## config.mk

```make
export PLATFORM = sky130hd
export DESIGN_NAME = pcs_rx_top
export DESIGN_NICKNAME = d
export VERILOG_FILES = /design/src/pcs_rx_pkg.sv /design/src/block_descrambler.sv /design/src/block_classifier.sv /design/src/lane_serializer.sv /design/src/pcs_rx_top.sv
export SDC_FILE = /design/constraint.sdc
export NUM_CORES = 1
export LEC_CHECK = 0
export BUFFER_PORTS_ARGS = -buffer_cell sky130_fd_sc_hd__buf_2
export CAP_MARGIN = 0
export CORE_MARGIN = 4
export CORE_UTILIZATION = 55
export CTS_BUF_LIST = sky130_fd_sc_hd__clkbuf_2 sky130_fd_sc_hd__clkbuf_4 sky130_fd_sc_hd__clkbuf_8
export DETAILED_ROUTE_END_ITERATION = 16
export GPL_TIMING_DRIVEN = 0
export HOLD_SLACK_MARGIN = 0.05
export PLACE_DENSITY_LB_ADDON = 0.08
export SLEW_MARGIN = 20
export SYNTH_ARGS = -nofsm -noshare
export SYNTH_HDL_FRONTEND = slang
export SYNTH_SLANG_ARGS = --single-unit
```

## constraint.sdc

```tcl
create_clock -name clk_156 -period 28.2 [get_ports clk_156]
set_input_delay 1.41 -clock clk_156 [delete_from_list [all_inputs] [get_ports clk_156]]
set_output_delay 1.41 -clock clk_156 [all_outputs]
set_load 0.005 [all_outputs]
```

## src/pcs_rx_pkg.sv

```systemverilog
// Receive PCS package with block, lane group and output word types and 64b/66b constants
package pcs_rx_pkg;

    ////////////////////////////////////////////////////////////////////
    // Widths
    ////////////////////////////////////////////////////////////////////

    localparam int BLOCK_W  = 64;
    localparam int ERRCNT_W = 8;

    ////////////////////////////////////////////////////////////////////
    // Sync headers and block type bytes
    ////////////////////////////////////////////////////////////////////

    localparam logic [1:0] SYNC_DATA = 2'b01;
    localparam logic [1:0] SYNC_CTRL = 2'b10;

    // Type byte sits in the first octet of a control block
    localparam logic [7:0] TYPE_IDLE  = 8'h1E;
    localparam logic [7:0] TYPE_START = 8'h78;
    localparam logic [7:0] TYPE_TERM  = 8'h87;

    ////////////////////////////////////////////////////////////////////
    // Block and lane types
    ////////////////////////////////////////////////////////////////////

    // One received 66-bit block
    typedef struct packed {
        logic [1:0]         hdr;
        logic [BLOCK_W-1:0] payload;
    } block_t;

    typedef enum logic [2:0] {
        DATA,
        START,
        TERM,
        IDLE,
        ERROR
    } blk_kind_t;

    // Block after classification
    typedef struct packed {
        blk_kind_t          kind;
        logic [BLOCK_W-1:0] payload;
        logic               in_frame;
    } class_lane_t;

    ////////////////////////////////////////////////////////////////////
    // Output word
    ////////////////////////////////////////////////////////////////////

    typedef struct packed {
        logic [BLOCK_W-1:0] data;
        logic               sop;
        logic               eop;
        logic               err;
    } rx_word_t;

endpackage

```

## src/block_descrambler.sv

```systemverilog
// Descrambler stage, undoes x^58+x^39+1 over the lanes of a group in lane order
`timescale 1ns/1ps

module block_descrambler #(
    parameter int LANES = 4
) (
    input  logic                            clk_156,
    input  logic                            async_reset_n,
    input  pcs_rx_pkg::block_t [LANES-1:0]  group_i,
    input  logic                            valid_i,
    output logic                            ready_o,
    input  logic                            bypass_descram_i,
    output pcs_rx_pkg::block_t [LANES-1:0]  group_o,
    output logic                            valid_o,
    input  logic                            ready_i
);

    // Bit 0 holds the most recent received scrambled bit
    logic [57:0]                     hist_q;
    logic [57:0]                     hist_next;
    pcs_rx_pkg::block_t [LANES-1:0]  descr_group;
    pcs_rx_pkg::block_t [LANES-1:0]  group_q;
    logic                            valid_q;
    logic                            load;

    ////////////////////////////////////////////////////////////////////
    // Descrambler chain
    ////////////////////////////////////////////////////////////////////

    always_comb begin
        logic [57:0]                      hist;
        logic [pcs_rx_pkg::BLOCK_W-1:0]   descr;
        hist  = hist_q;
        descr = '0;
        for (int l = 0; l < LANES; l++) begin
            for (int b = 0; b < pcs_rx_pkg::BLOCK_W; b++) begin
                descr[b] = group_i[l].payload[b] ^ hist[38] ^ hist[57];
                hist     = {hist[56:0], group_i[l].payload[b]};
            end
            descr_group[l].hdr     = group_i[l].hdr;
            descr_group[l].payload = bypass_descram_i ? group_i[l].payload : descr;
        end
        // Last lane feeds lane 0 of the next group
        hist_next = hist;
    end

    ////////////////////////////////////////////////////////////////////
    // Elastic register
    ////////////////////////////////////////////////////////////////////

    assign ready_o = !valid_q || ready_i;
    assign load    = valid_i && ready_o;

    always_ff @(posedge clk_156 or negedge async_reset_n) begin
        if (!async_reset_n) begin
            valid_q <= 1'b0;
            hist_q  <= '0;
        end else begin
            if (load) begin
                valid_q <= 1'b1;
                hist_q  <= hist_next;
            end else if (ready_i) begin
                valid_q <= 1'b0;
            end
        end
    end

    always_ff @(posedge clk_156) begin
        if (load) begin
            group_q <= descr_group;
        end
    end

    assign group_o = group_q;
    assign valid_o = valid_q;

endmodule

```

## src/block_classifier.sv

```systemverilog
// Block classifier stage, decodes block kinds, chains frame state across lanes, counts errors
`timescale 1ns/1ps

module block_classifier #(
    parameter int LANES = 4
) (
    input  logic                                  clk_156,
    input  logic                                  async_reset_n,
    input  pcs_rx_pkg::block_t [LANES-1:0]        group_i,
    input  logic                                  valid_i,
    output logic                                  ready_o,
    input  logic                                  clear_errblk_i,
    output pcs_rx_pkg::class_lane_t [LANES-1:0]   group_o,
    output logic                                  valid_o,
    input  logic                                  ready_i,
    output logic [pcs_rx_pkg::ERRCNT_W-1:0]       errd_blks_o
);

    localparam int CNT_W = $clog2(LANES + 1);
    localparam int SUM_W = pcs_rx_pkg::ERRCNT_W + 1;

    pcs_rx_pkg::class_lane_t [LANES-1:0]  class_group;
    pcs_rx_pkg::class_lane_t [LANES-1:0]  group_q;
    logic                                 valid_q;
    logic                                 load;
    logic                                 frame_q;
    logic                                 frame_next;
    logic [CNT_W-1:0]                     n_err;
    logic [SUM_W-1:0]                     cnt_sum;
    logic [pcs_rx_pkg::ERRCNT_W-1:0]      errd_q;

    ////////////////////////////////////////////////////////////////////
    // Decode and frame chain
    ////////////////////////////////////////////////////////////////////

    always_comb begin
        logic                   frame;
        pcs_rx_pkg::blk_kind_t  kind;
        frame = frame_q;
        n_err = '0;
        for (int l = 0; l < LANES; l++) begin
            // Raw kind from header and type byte
            if (group_i[l].hdr == pcs_rx_pkg::SYNC_DATA) begin
                kind = pcs_rx_pkg::DATA;
            end else if (group_i[l].hdr == pcs_rx_pkg::SYNC_CTRL) begin
                case (group_i[l].payload[7:0])
                    pcs_rx_pkg::TYPE_START: kind = pcs_rx_pkg::START;
                    pcs_rx_pkg::TYPE_TERM:  kind = pcs_rx_pkg::TERM;
                    pcs_rx_pkg::TYPE_IDLE:  kind = pcs_rx_pkg::IDLE;
                    default:                kind = pcs_rx_pkg::ERROR;
                endcase
            end else begin
                kind = pcs_rx_pkg::ERROR;
            end

            // Blocks that break the frame sequence
            if (!frame && (kind == pcs_rx_pkg::DATA || kind == pcs_rx_pkg::TERM)) begin
                kind = pcs_rx_pkg::ERROR;
            end else if (frame && kind == pcs_rx_pkg::START) begin
                kind = pcs_rx_pkg::ERROR;
            end

            class_group[l].kind     = kind;
            class_group[l].payload  = group_i[l].payload;
            class_group[l].in_frame = frame;

            if (kind == pcs_rx_pkg::START) begin
                frame = 1'b1;
            end else if (kind == pcs_rx_pkg::TERM || kind == pcs_rx_pkg::ERROR) begin
                frame = 1'b0;
            end

            if (kind == pcs_rx_pkg::ERROR) begin
                n_err = n_err + CNT_W'(1);
            end
        end
        frame_next = frame;
    end

    assign cnt_sum = {1'b0, errd_q} + SUM_W'(n_err);

    ////////////////////////////////////////////////////////////////////
    // Elastic register, frame state and error counter
    ////////////////////////////////////////////////////////////////////

    assign ready_o = !valid_q || ready_i;
    assign load    = valid_i && ready_o;

    always_ff @(posedge clk_156 or negedge async_reset_n) begin
        if (!async_reset_n) begin
            valid_q <= 1'b0;
            frame_q <= 1'b0;
        end else begin
            if (load) begin
                valid_q <= 1'b1;
                frame_q <= frame_next;
            end else if (ready_i) begin
                valid_q <= 1'b0;
            end
        end
    end

    // Saturates at all ones, clear wins over counting
    always_ff @(posedge clk_156 or negedge async_reset_n) begin
        if (!async_reset_n) begin
            errd_q <= '0;
        end else if (clear_errblk_i) begin
            errd_q <= '0;
        end else if (load) begin
            if (cnt_sum[SUM_W-1]) begin
                errd_q <= '1;
            end else begin
                errd_q <= cnt_sum[pcs_rx_pkg::ERRCNT_W-1:0];
            end
        end
    end

    always_ff @(posedge clk_156) begin
        if (load) begin
            group_q <= class_group;
        end
    end

    assign group_o     = group_q;
    assign valid_o     = valid_q;
    assign errd_blks_o = errd_q;

endmodule

```

## src/lane_serializer.sv

```systemverilog
// Lane serializer, walks a classified group and emits one payload word per beat
`timescale 1ns/1ps

module lane_serializer #(
    parameter int LANES = 4
) (
    input  logic                                  clk_156,
    input  logic                                  async_reset_n,
    input  pcs_rx_pkg::class_lane_t [LANES-1:0]   group_i,
    input  logic                                  valid_i,
    output logic                                  ready_o,
    output pcs_rx_pkg::rx_word_t                  word_o,
    output logic                                  word_valid_o,
    input  logic                                  word_ready_i
);

    localparam int LANE_W = (LANES > 1) ? $clog2(LANES) : 1;

    pcs_rx_pkg::class_lane_t [LANES-1:0]  group_q;
    logic                                 hold_valid_q;
    logic [LANE_W-1:0]                    lane_q;
    pcs_rx_pkg::class_lane_t              cur;
    logic                                 is_data;
    logic                                 is_start;
    logic                                 err_in;
    logic                                 ends;
    logic                                 last_lane;
    logic                                 need_emit;
    logic                                 out_free;
    logic                                 step;
    logic                                 emit;
    logic                                 load;

    // Word held back until the next block decides its eop
    logic [pcs_rx_pkg::BLOCK_W-1:0]       pend_data_q;
    logic                                 pend_sop_q;
    logic                                 pend_valid_q;
    logic                                 first_q;
    pcs_rx_pkg::rx_word_t                 word_q;
    logic                                 word_valid_q;

    ////////////////////////////////////////////////////////////////////
    // Lane walk
    ////////////////////////////////////////////////////////////////////

    assign cur       = group_q[lane_q];
    assign is_data   = cur.kind == pcs_rx_pkg::DATA;
    assign is_start  = cur.kind == pcs_rx_pkg::START;
    assign err_in    = cur.kind == pcs_rx_pkg::ERROR && cur.in_frame;
    assign ends      = cur.kind == pcs_rx_pkg::TERM || err_in;
    assign last_lane = lane_q == LANE_W'(LANES - 1);

    assign out_free  = !word_valid_q || word_ready_i;
    assign need_emit = pend_valid_q && (is_data || ends);
    assign step      = hold_valid_q && (!need_emit || out_free);
    assign emit      = step && need_emit;

    assign ready_o   = !hold_valid_q || (step && last_lane);
    assign load      = valid_i && ready_o;

    always_ff @(posedge clk_156 or negedge async_reset_n) begin
        if (!async_reset_n) begin
            hold_valid_q <= 1'b0;
            lane_q       <= '0;
        end else begin
            if (load) begin
                hold_valid_q <= 1'b1;
                lane_q       <= '0;
            end else if (step) begin
                if (last_lane) begin
                    hold_valid_q <= 1'b0;
                    lane_q       <= '0;
                end else begin
                    lane_q <= lane_q + LANE_W'(1);
                end
            end
        end
    end

    always_ff @(posedge clk_156) begin
        if (load) begin
            group_q <= group_i;
        end
    end

    ////////////////////////////////////////////////////////////////////
    // Pending word and frame start tracking
    ////////////////////////////////////////////////////////////////////

    always_ff @(posedge clk_156 or negedge async_reset_n) begin
        if (!async_reset_n) begin
            pend_valid_q <= 1'b0;
            first_q      <= 1'b0;
        end else if (step) begin
            if (is_data) begin
                pend_valid_q <= 1'b1;
                first_q      <= 1'b0;
            end else if (ends) begin
                pend_valid_q <= 1'b0;
            end else if (is_start) begin
                first_q <= 1'b1;
            end
        end
    end

    always_ff @(posedge clk_156) begin
        if (step && is_data) begin
            pend_data_q <= cur.payload;
            pend_sop_q  <= first_q;
        end
    end

    ////////////////////////////////////////////////////////////////////
    // Output register
    ////////////////////////////////////////////////////////////////////

    always_ff @(posedge clk_156 or negedge async_reset_n) begin
        if (!async_reset_n) begin
            word_valid_q <= 1'b0;
        end else if (emit) begin
            word_valid_q <= 1'b1;
        end else if (word_ready_i) begin
            word_valid_q <= 1'b0;
        end
    end

    always_ff @(posedge clk_156) begin
        if (emit) begin
            word_q.data <= pend_data_q;
            word_q.sop  <= pend_sop_q;
            word_q.eop  <= ends;
            word_q.err  <= err_in;
        end
    end

    assign word_o       = word_q;
    assign word_valid_o = word_valid_q;

endmodule

```

## src/pcs_rx_top.sv

```systemverilog
// Receive PCS top, chains descrambler, classifier and serializer on clk_156
`timescale 1ns/1ps

module pcs_rx_top #(
    parameter int LANES = 4
) (
    input  logic                              clk_156,
    input  logic                              async_reset_n,
    input  pcs_rx_pkg::block_t [LANES-1:0]    rx_group_i,
    input  logic                              rx_valid_i,
    output logic                              rx_ready_o,
    input  logic                              bypass_descram_i,
    input  logic                              clear_errblk_i,
    output pcs_rx_pkg::rx_word_t              word_o,
    output logic                              word_valid_o,
    input  logic                              word_ready_i,
    output logic [pcs_rx_pkg::ERRCNT_W-1:0]   errd_blks_o
);

    pcs_rx_pkg::block_t [LANES-1:0]       desc_group;
    logic                                 desc_valid;
    logic                                 desc_ready;
    pcs_rx_pkg::class_lane_t [LANES-1:0]  class_group;
    logic                                 class_valid;
    logic                                 class_ready;

    block_descrambler #(
        .LANES (LANES)
    ) u_descrambler (
        .clk_156          (clk_156),
        .async_reset_n    (async_reset_n),
        .group_i          (rx_group_i),
        .valid_i          (rx_valid_i),
        .ready_o          (rx_ready_o),
        .bypass_descram_i (bypass_descram_i),
        .group_o          (desc_group),
        .valid_o          (desc_valid),
        .ready_i          (desc_ready)
    );

    block_classifier #(
        .LANES (LANES)
    ) u_classifier (
        .clk_156        (clk_156),
        .async_reset_n  (async_reset_n),
        .group_i        (desc_group),
        .valid_i        (desc_valid),
        .ready_o        (desc_ready),
        .clear_errblk_i (clear_errblk_i),
        .group_o        (class_group),
        .valid_o        (class_valid),
        .ready_i        (class_ready),
        .errd_blks_o    (errd_blks_o)
    );

    lane_serializer #(
        .LANES (LANES)
    ) u_serializer (
        .clk_156       (clk_156),
        .async_reset_n (async_reset_n),
        .group_i       (class_group),
        .valid_i       (class_valid),
        .ready_o       (class_ready),
        .word_o        (word_o),
        .word_valid_o  (word_valid_o),
        .word_ready_i  (word_ready_i)
    );

endmodule

```

==> impl_metrics.prom <==
# TYPE chip_impl_metric gauge
chip_impl_info{name="run_status",value="finished, final reports clean"} 1
chip_impl_metric{name="finClkSkew",unit="ns"} 0.0381
chip_impl_metric{name="post_route_cells_drive_above_1_share",unit="%"} 28.5
chip_impl_metric{name="synth-edff-count",unit=""} 940
chip_impl_metric{name="maxCapViolCount",unit=""} 0
chip_impl_metric{name="netlist-cell-type-count",unit=""} 54
chip_impl_metric{name="setup_slack",unit="ns"} 23.36
chip_impl_metric{name="cp_peak_stage_delay",unit="ns"} 0.65
chip_impl_metric{name="wire_length_of_the_first_global_routing_pass",unit="mm"} 152
chip_impl_metric{name="holdBufCountCts",unit=""} 0
chip_impl_metric{name="syn-mean-instance-area",unit="µm²"} 18.3
chip_impl_metric{name="gp_congestion",unit=""} 0.919
chip_impl_metric{name="tritoncts.num_buffers",unit=""} 161
chip_impl_metric{name="maxSlewHeadroom",unit="%"} 16.5
chip_impl_info{name="synth_ff_type",value="sky130_fd_sc_hd__edfxtp_1"} 1
chip_impl_metric{name="detailroute.via_count",unit=""} 21163
chip_impl_info{name="setup.worst_path.start_class",value="register"} 1
chip_impl_metric{name="power.share.sequential",unit="%"} 51.8
chip_impl_metric{name="final-hold-violation-count",unit=""} 0
chip_impl_info{name="worstSetupPathType",value="reg2reg"} 1
chip_impl_metric{name="switching_power",unit="W"} 0.00142
chip_impl_metric{name="total_power",unit="W"} 0.00482
chip_impl_metric{name="worstPathArrival",unit="ns"} 5.48
chip_impl_metric{name="antenna_violating_nets_post_route",unit=""} 0
chip_impl_metric{name="cts_resized",unit=""} 0
chip_impl_metric{name="period_needed",unit="ns"} 4.84
chip_impl_metric{name="critical_path_peak_fanout",unit=""} 10
chip_impl_metric{name="fin_max_slew_vios",unit=""} 0
chip_impl_metric{name="required",unit="ns"} 28.84
chip_impl_metric{name="postRouteWirelength",unit="mm"} 110
chip_impl_metric{name="avgViaCountPerCell",unit=""} 5.62
chip_impl_metric{name="drcViolationCount",unit=""} 0
chip_impl_metric{name="post-dp-hpwl",unit="mm"} 79.0
chip_impl_metric{name="maximum_number_of_pins_on_one_net_before_global_route_repair",unit=""} 100
chip_impl_metric{name="floorplan.initialDensity",unit="%"} 55.7
chip_impl_metric{name="synthesized_instance_count",unit=""} 2149
chip_impl_metric{name="buffers_inserted_by_post_cts_timing_repair",unit=""} 0
chip_impl_metric{name="grtUsageTotal",unit="%"} 29.3
chip_impl_metric{name="nNetsFinal",unit=""} 2963
chip_impl_metric{name="power_frac_clock",unit="%"} 25.6
chip_impl_metric{name="hold-worst-slack",unit="ns"} 0.392
chip_impl_info{name="clock-root-buffer",value="sky130_fd_sc_hd__clkbuf_8"} 1
chip_impl_info{name="unrepaired_setup_endpoints_after_global_routing",value="false"} 1
chip_impl_metric{name="worstMarginPinSlew",unit="ns"} 1.25
chip_impl_metric{name="path_clk_slew",unit="ns"} 0.06
chip_impl_metric{name="achievable-frequency",unit="MHz"} 207
chip_impl_metric{name="route.detailed.wl_per_inst",unit="µm"} 29.1
chip_impl_metric{name="fillerInstances",unit=""} 5099
chip_impl_metric{name="power.combinational.fraction",unit="%"} 22.6
chip_impl_metric{name="core.rowCount",unit=""} 97
chip_impl_metric{name="syn-cell-area",unit="µm²"} 39200
chip_impl_metric{name="synth.ff_latch_count",unit=""} 1015
chip_impl_metric{name="totalNegativeSetupSlack",unit="ns"} 0
chip_impl_metric{name="synth-async-reset-ratio",unit="%"} 7.39
chip_impl_metric{name="layout.core_utilization",unit="%"} 65.3
chip_impl_metric{name="p_per_area",unit="nW/µm²"} 105
chip_impl_metric{name="die_x",unit="µm"} 275
chip_impl_metric{name="area.growth.synth_to_final",unit="%"} 17.2
chip_impl_metric{name="power_report.internal_total",unit="W"} 0.00341
chip_impl_metric{name="insertion_delay_to_the_later_sink_of_the_worst_skew_pair",unit="ns"} 0.80
chip_impl_metric{name="clockBufferDepth",unit=""} 3
chip_impl_metric{name="clk_sinks",unit=""} 1015
chip_impl_metric{name="synth_sequential_area_ratio",unit="%"} 76.8
chip_impl_metric{name="ys.warnings.count",unit=""} 0
chip_impl_metric{name="place.port_buffers",unit=""} 344
chip_impl_metric{name="power.switching_fraction",unit="%"} 29.4
chip_impl_info{name="critPathSlowestCell",value="sky130_fd_sc_hd__a2111oi_0"} 1
chip_impl_info{name="cpMostUsedCell",value="sky130_fd_sc_hd__o21a_1"} 1
chip_impl_metric{name="post-place-ws",unit="ns"} 23.46
chip_impl_info{name="worstHoldPathType",value="reg2reg"} 1
chip_impl_metric{name="postSynthNetCount",unit=""} 2427
chip_impl_metric{name="antenna_found_initial",unit=""} 24
chip_impl_metric{name="grt.overflow.total",unit=""} 0
chip_impl_metric{name="power_leakage",unit="nW"} 16.6
chip_impl_metric{name="setup_viol_count_final",unit=""} 0
chip_impl_metric{name="area_enclosed_by_the_die_boundary",unit="µm²"} 75600
chip_impl_metric{name="fp.dieH",unit="µm"} 275
chip_impl_info{name="worstPathCellList",value="clkbuf_1 -> a2111oi_0 -> o21ai_0 -> o21a_1 -> o21a_1 -> inv_1 -> ha_1 -> xor2_1 -> ha_1 -> mux2_1 -> fa_1 -> and2_1 -> o21a_1 -> and3_1 -> nand3_1 -> nand3b_1 -> o21ai_0 -> nor2_1"} 1
chip_impl_info{name="cts_tree",value="built"} 1
chip_impl_metric{name="power.ir.vdd_worst",unit="mV"} 0.0563
chip_impl_metric{name="core_area",unit="µm²"} 70400
chip_impl_metric{name="ioPinCount",unit=""} 347
chip_impl_metric{name="drt-initial-drc-count",unit=""} 2498
chip_impl_metric{name="period_share",unit="%"} 17.2
chip_impl_metric{name="htreeDepth",unit=""} 4
chip_impl_metric{name="grt_pass1_vias",unit=""} 21158
chip_impl_metric{name="rrSetupSlack",unit="ns"} 23.36
chip_impl_metric{name="drt_pre_antenna_iters",unit=""} 5
chip_impl_info{name="critPathCaptureType",value="register"} 1
## layout by cell type, fill, tap and decap left out, types with 5 or more instances in the layout
cell,count
sky130_fd_sc_hd__buf_4,12
sky130_fd_sc_hd__buf_6,6
sky130_fd_sc_hd__o21ai_0,7
sky130_fd_sc_hd__nand2_1,20
sky130_fd_sc_hd__mux4_2,68
sky130_fd_sc_hd__diode_2,7
sky130_fd_sc_hd__mux2_1,10
sky130_fd_sc_hd__nor2b_1,6
sky130_fd_sc_hd__nand2b_1,8
sky130_fd_sc_hd__o21a_1,8
sky130_fd_sc_hd__edfxtp_1,940
sky130_fd_sc_hd__buf_16,15
sky130_fd_sc_hd__dfrtp_1,75
sky130_fd_sc_hd__ha_1,7
sky130_fd_sc_hd__mux2_2,51
sky130_fd_sc_hd__clkinv_2,22
sky130_fd_sc_hd__mux2i_1,5
sky130_fd_sc_hd__clkbuf_4,58
sky130_fd_sc_hd__clkinvlp_4,6
sky130_fd_sc_hd__clkbuf_8,174
sky130_fd_sc_hd__xnor2_1,257
sky130_fd_sc_hd__a21oi_1,10
sky130_fd_sc_hd__nand3b_1,5
sky130_fd_sc_hd__nand3_1,10
sky130_fd_sc_hd__clkbuf_2,17
sky130_fd_sc_hd__nor3_1,8
sky130_fd_sc_hd__nor2_1,279
sky130_fd_sc_hd__clkinv_1,32
sky130_fd_sc_hd__inv_1,8
sky130_fd_sc_hd__buf_2,349
sky130_fd_sc_hd__xor2_1,258
sky130_fd_sc_hd__clkbuf_1,20
## flip-flops by register name, summed over array words and instances, names as in the netlist, 2 cells and up
signal	count
u_serializer.group_q	272
u_serializer.word_o	67
u_serializer.lane_q	2
u_serializer.pend_data_q	64
u_classifier.errd_blks_o	8
u_descrambler.hist_q	58
u_classifier.group_o	272
u_descrambler.group_o	264
## kinds of logic (layout without fill, tap and decap cells)
kind of cell | after synthesis | in the layout | share of synthesized area [%]
AOI/OAI and AO/OA | 50 | 50 | 0.932
xor gates and xnor gates | 515 | 515 | 11.5
adders and majority gates | 8 | 8 | 0.274
buffers and inverters | 63 | 734 | 0.708
DFF | 1015 | 1015 | 76.8
muxes | 135 | 135 | 5.82
other | 0 | 7 | 0
and+or+nand+nor | 363 | 363 | 4.02
## path summary, 6_finish.rpt
kind / startpoint / to / cells past startpoint
setup / recovery: u_classifier.frame_q / u_classifier.errd_blks_o[0] / 18
hold / removal: u_classifier.group_o[76] / u_serializer.group_q[76] / 0
setup reg to reg: u_classifier.frame_q / u_classifier.errd_blks_o[0] / 18
hold reg to reg: u_classifier.group_o[76] / u_serializer.group_q[76] / 0
max in group asynchronous: async_reset_n / u_descrambler.hist_q[3] / 2
min in group asynchronous: async_reset_n / u_classifier.frame_q / 1
## critical path: cells and delay by family (launching register included)
kind            cells  cell delay (ns)
compound gates      6             1.68
xor+xnor            1             0.19
fa+ha+maj           3             0.96
buf+inv             2             0.29
flops               1             0.42
mux                 1             0.34
simple gates        5             0.79
## Yosys cell counts, types with 4 or more instances
cell type | number | area share [%]
sky130_fd_sc_hd__a21oi_1 | 10 | 0.13
sky130_fd_sc_hd__a31oi_1 | 4 | 0.064
sky130_fd_sc_hd__and3_1 | 4 | 0.064
sky130_fd_sc_hd__and4bb_2 | 4 | 0.13
sky130_fd_sc_hd__buf_1 | 8 | 0.077
sky130_fd_sc_hd__buf_4 | 4 | 0.077
sky130_fd_sc_hd__clkbuf_1 | 38 | 0.36
sky130_fd_sc_hd__dfrtp_1 | 75 | 4.8
sky130_fd_sc_hd__edfxtp_1 | 940 | 72
sky130_fd_sc_hd__ha_1 | 7 | 0.22
sky130_fd_sc_hd__inv_1 | 10 | 0.096
sky130_fd_sc_hd__mux2_1 | 10 | 0.29
sky130_fd_sc_hd__mux2_2 | 51 | 1.5
sky130_fd_sc_hd__mux2i_1 | 5 | 0.13
sky130_fd_sc_hd__mux4_2 | 68 | 3.9
sky130_fd_sc_hd__nand2_1 | 20 | 0.19
sky130_fd_sc_hd__nand2b_1 | 8 | 0.13
sky130_fd_sc_hd__nand3_1 | 10 | 0.13
sky130_fd_sc_hd__nand3b_1 | 5 | 0.096
sky130_fd_sc_hd__nor2_1 | 279 | 2.7
sky130_fd_sc_hd__nor2b_1 | 6 | 0.096
sky130_fd_sc_hd__nor3_1 | 9 | 0.11
sky130_fd_sc_hd__nor4bb_1 | 4 | 0.10
sky130_fd_sc_hd__o21a_1 | 8 | 0.15
sky130_fd_sc_hd__o21ai_0 | 7 | 0.089
sky130_fd_sc_hd__xnor2_1 | 257 | 5.7
sky130_fd_sc_hd__xor2_1 | 258 | 5.8
## routing by layer
metal	global-route usage, %	share of wire, %	wire (µm)
met1	39.4	38	41700
met4	11.0	3.7	4050
met3	6.89	9.7	10600
met5	0	0.10	114
met2	47.3	48	53000
## final cells by class
type | instances | area, µm² | share of cell area, %
tap | 940 | 1180 | 2.56
clock buffer | 231 | 2820 | 6.14
sequential | 1015 | 30100 | 65.5
clock inverter | 67 | 389 | 0.846
antenna | 7 | 17.5 | 0.0381
timing repair buffer | 373 | 2290 | 4.99
inverter | 10 | 47.5 | 0.103
multi-input combinational | 1071 | 8850 | 19.2
buffer | 53 | 273 | 0.593
## metrics by stage
step                instances  cell area [µm²]
floorplan                2149            39200
global placement         3433            42100
detailed placement       3462            42700
CTS                      3760            46000
global route             3762            46000
finish                   3767            46000
## power groups by stage
stage / registers [W] / clock network, W / logic, W
after global routing: 0.00254 / 0.00133 / 0.00116
after global placement: 0.00273 / 0 / 0.000995
after floorplan: 0.00261 / 0 / 0.000621
final: 0.00250 / 0.00123 / 0.00109
after detailed placement: 0.00253 / 0 / 0.00109
after CTS: 0.00250 / 0.00126 / 0.00110
(Power assumes the default switching activity.)
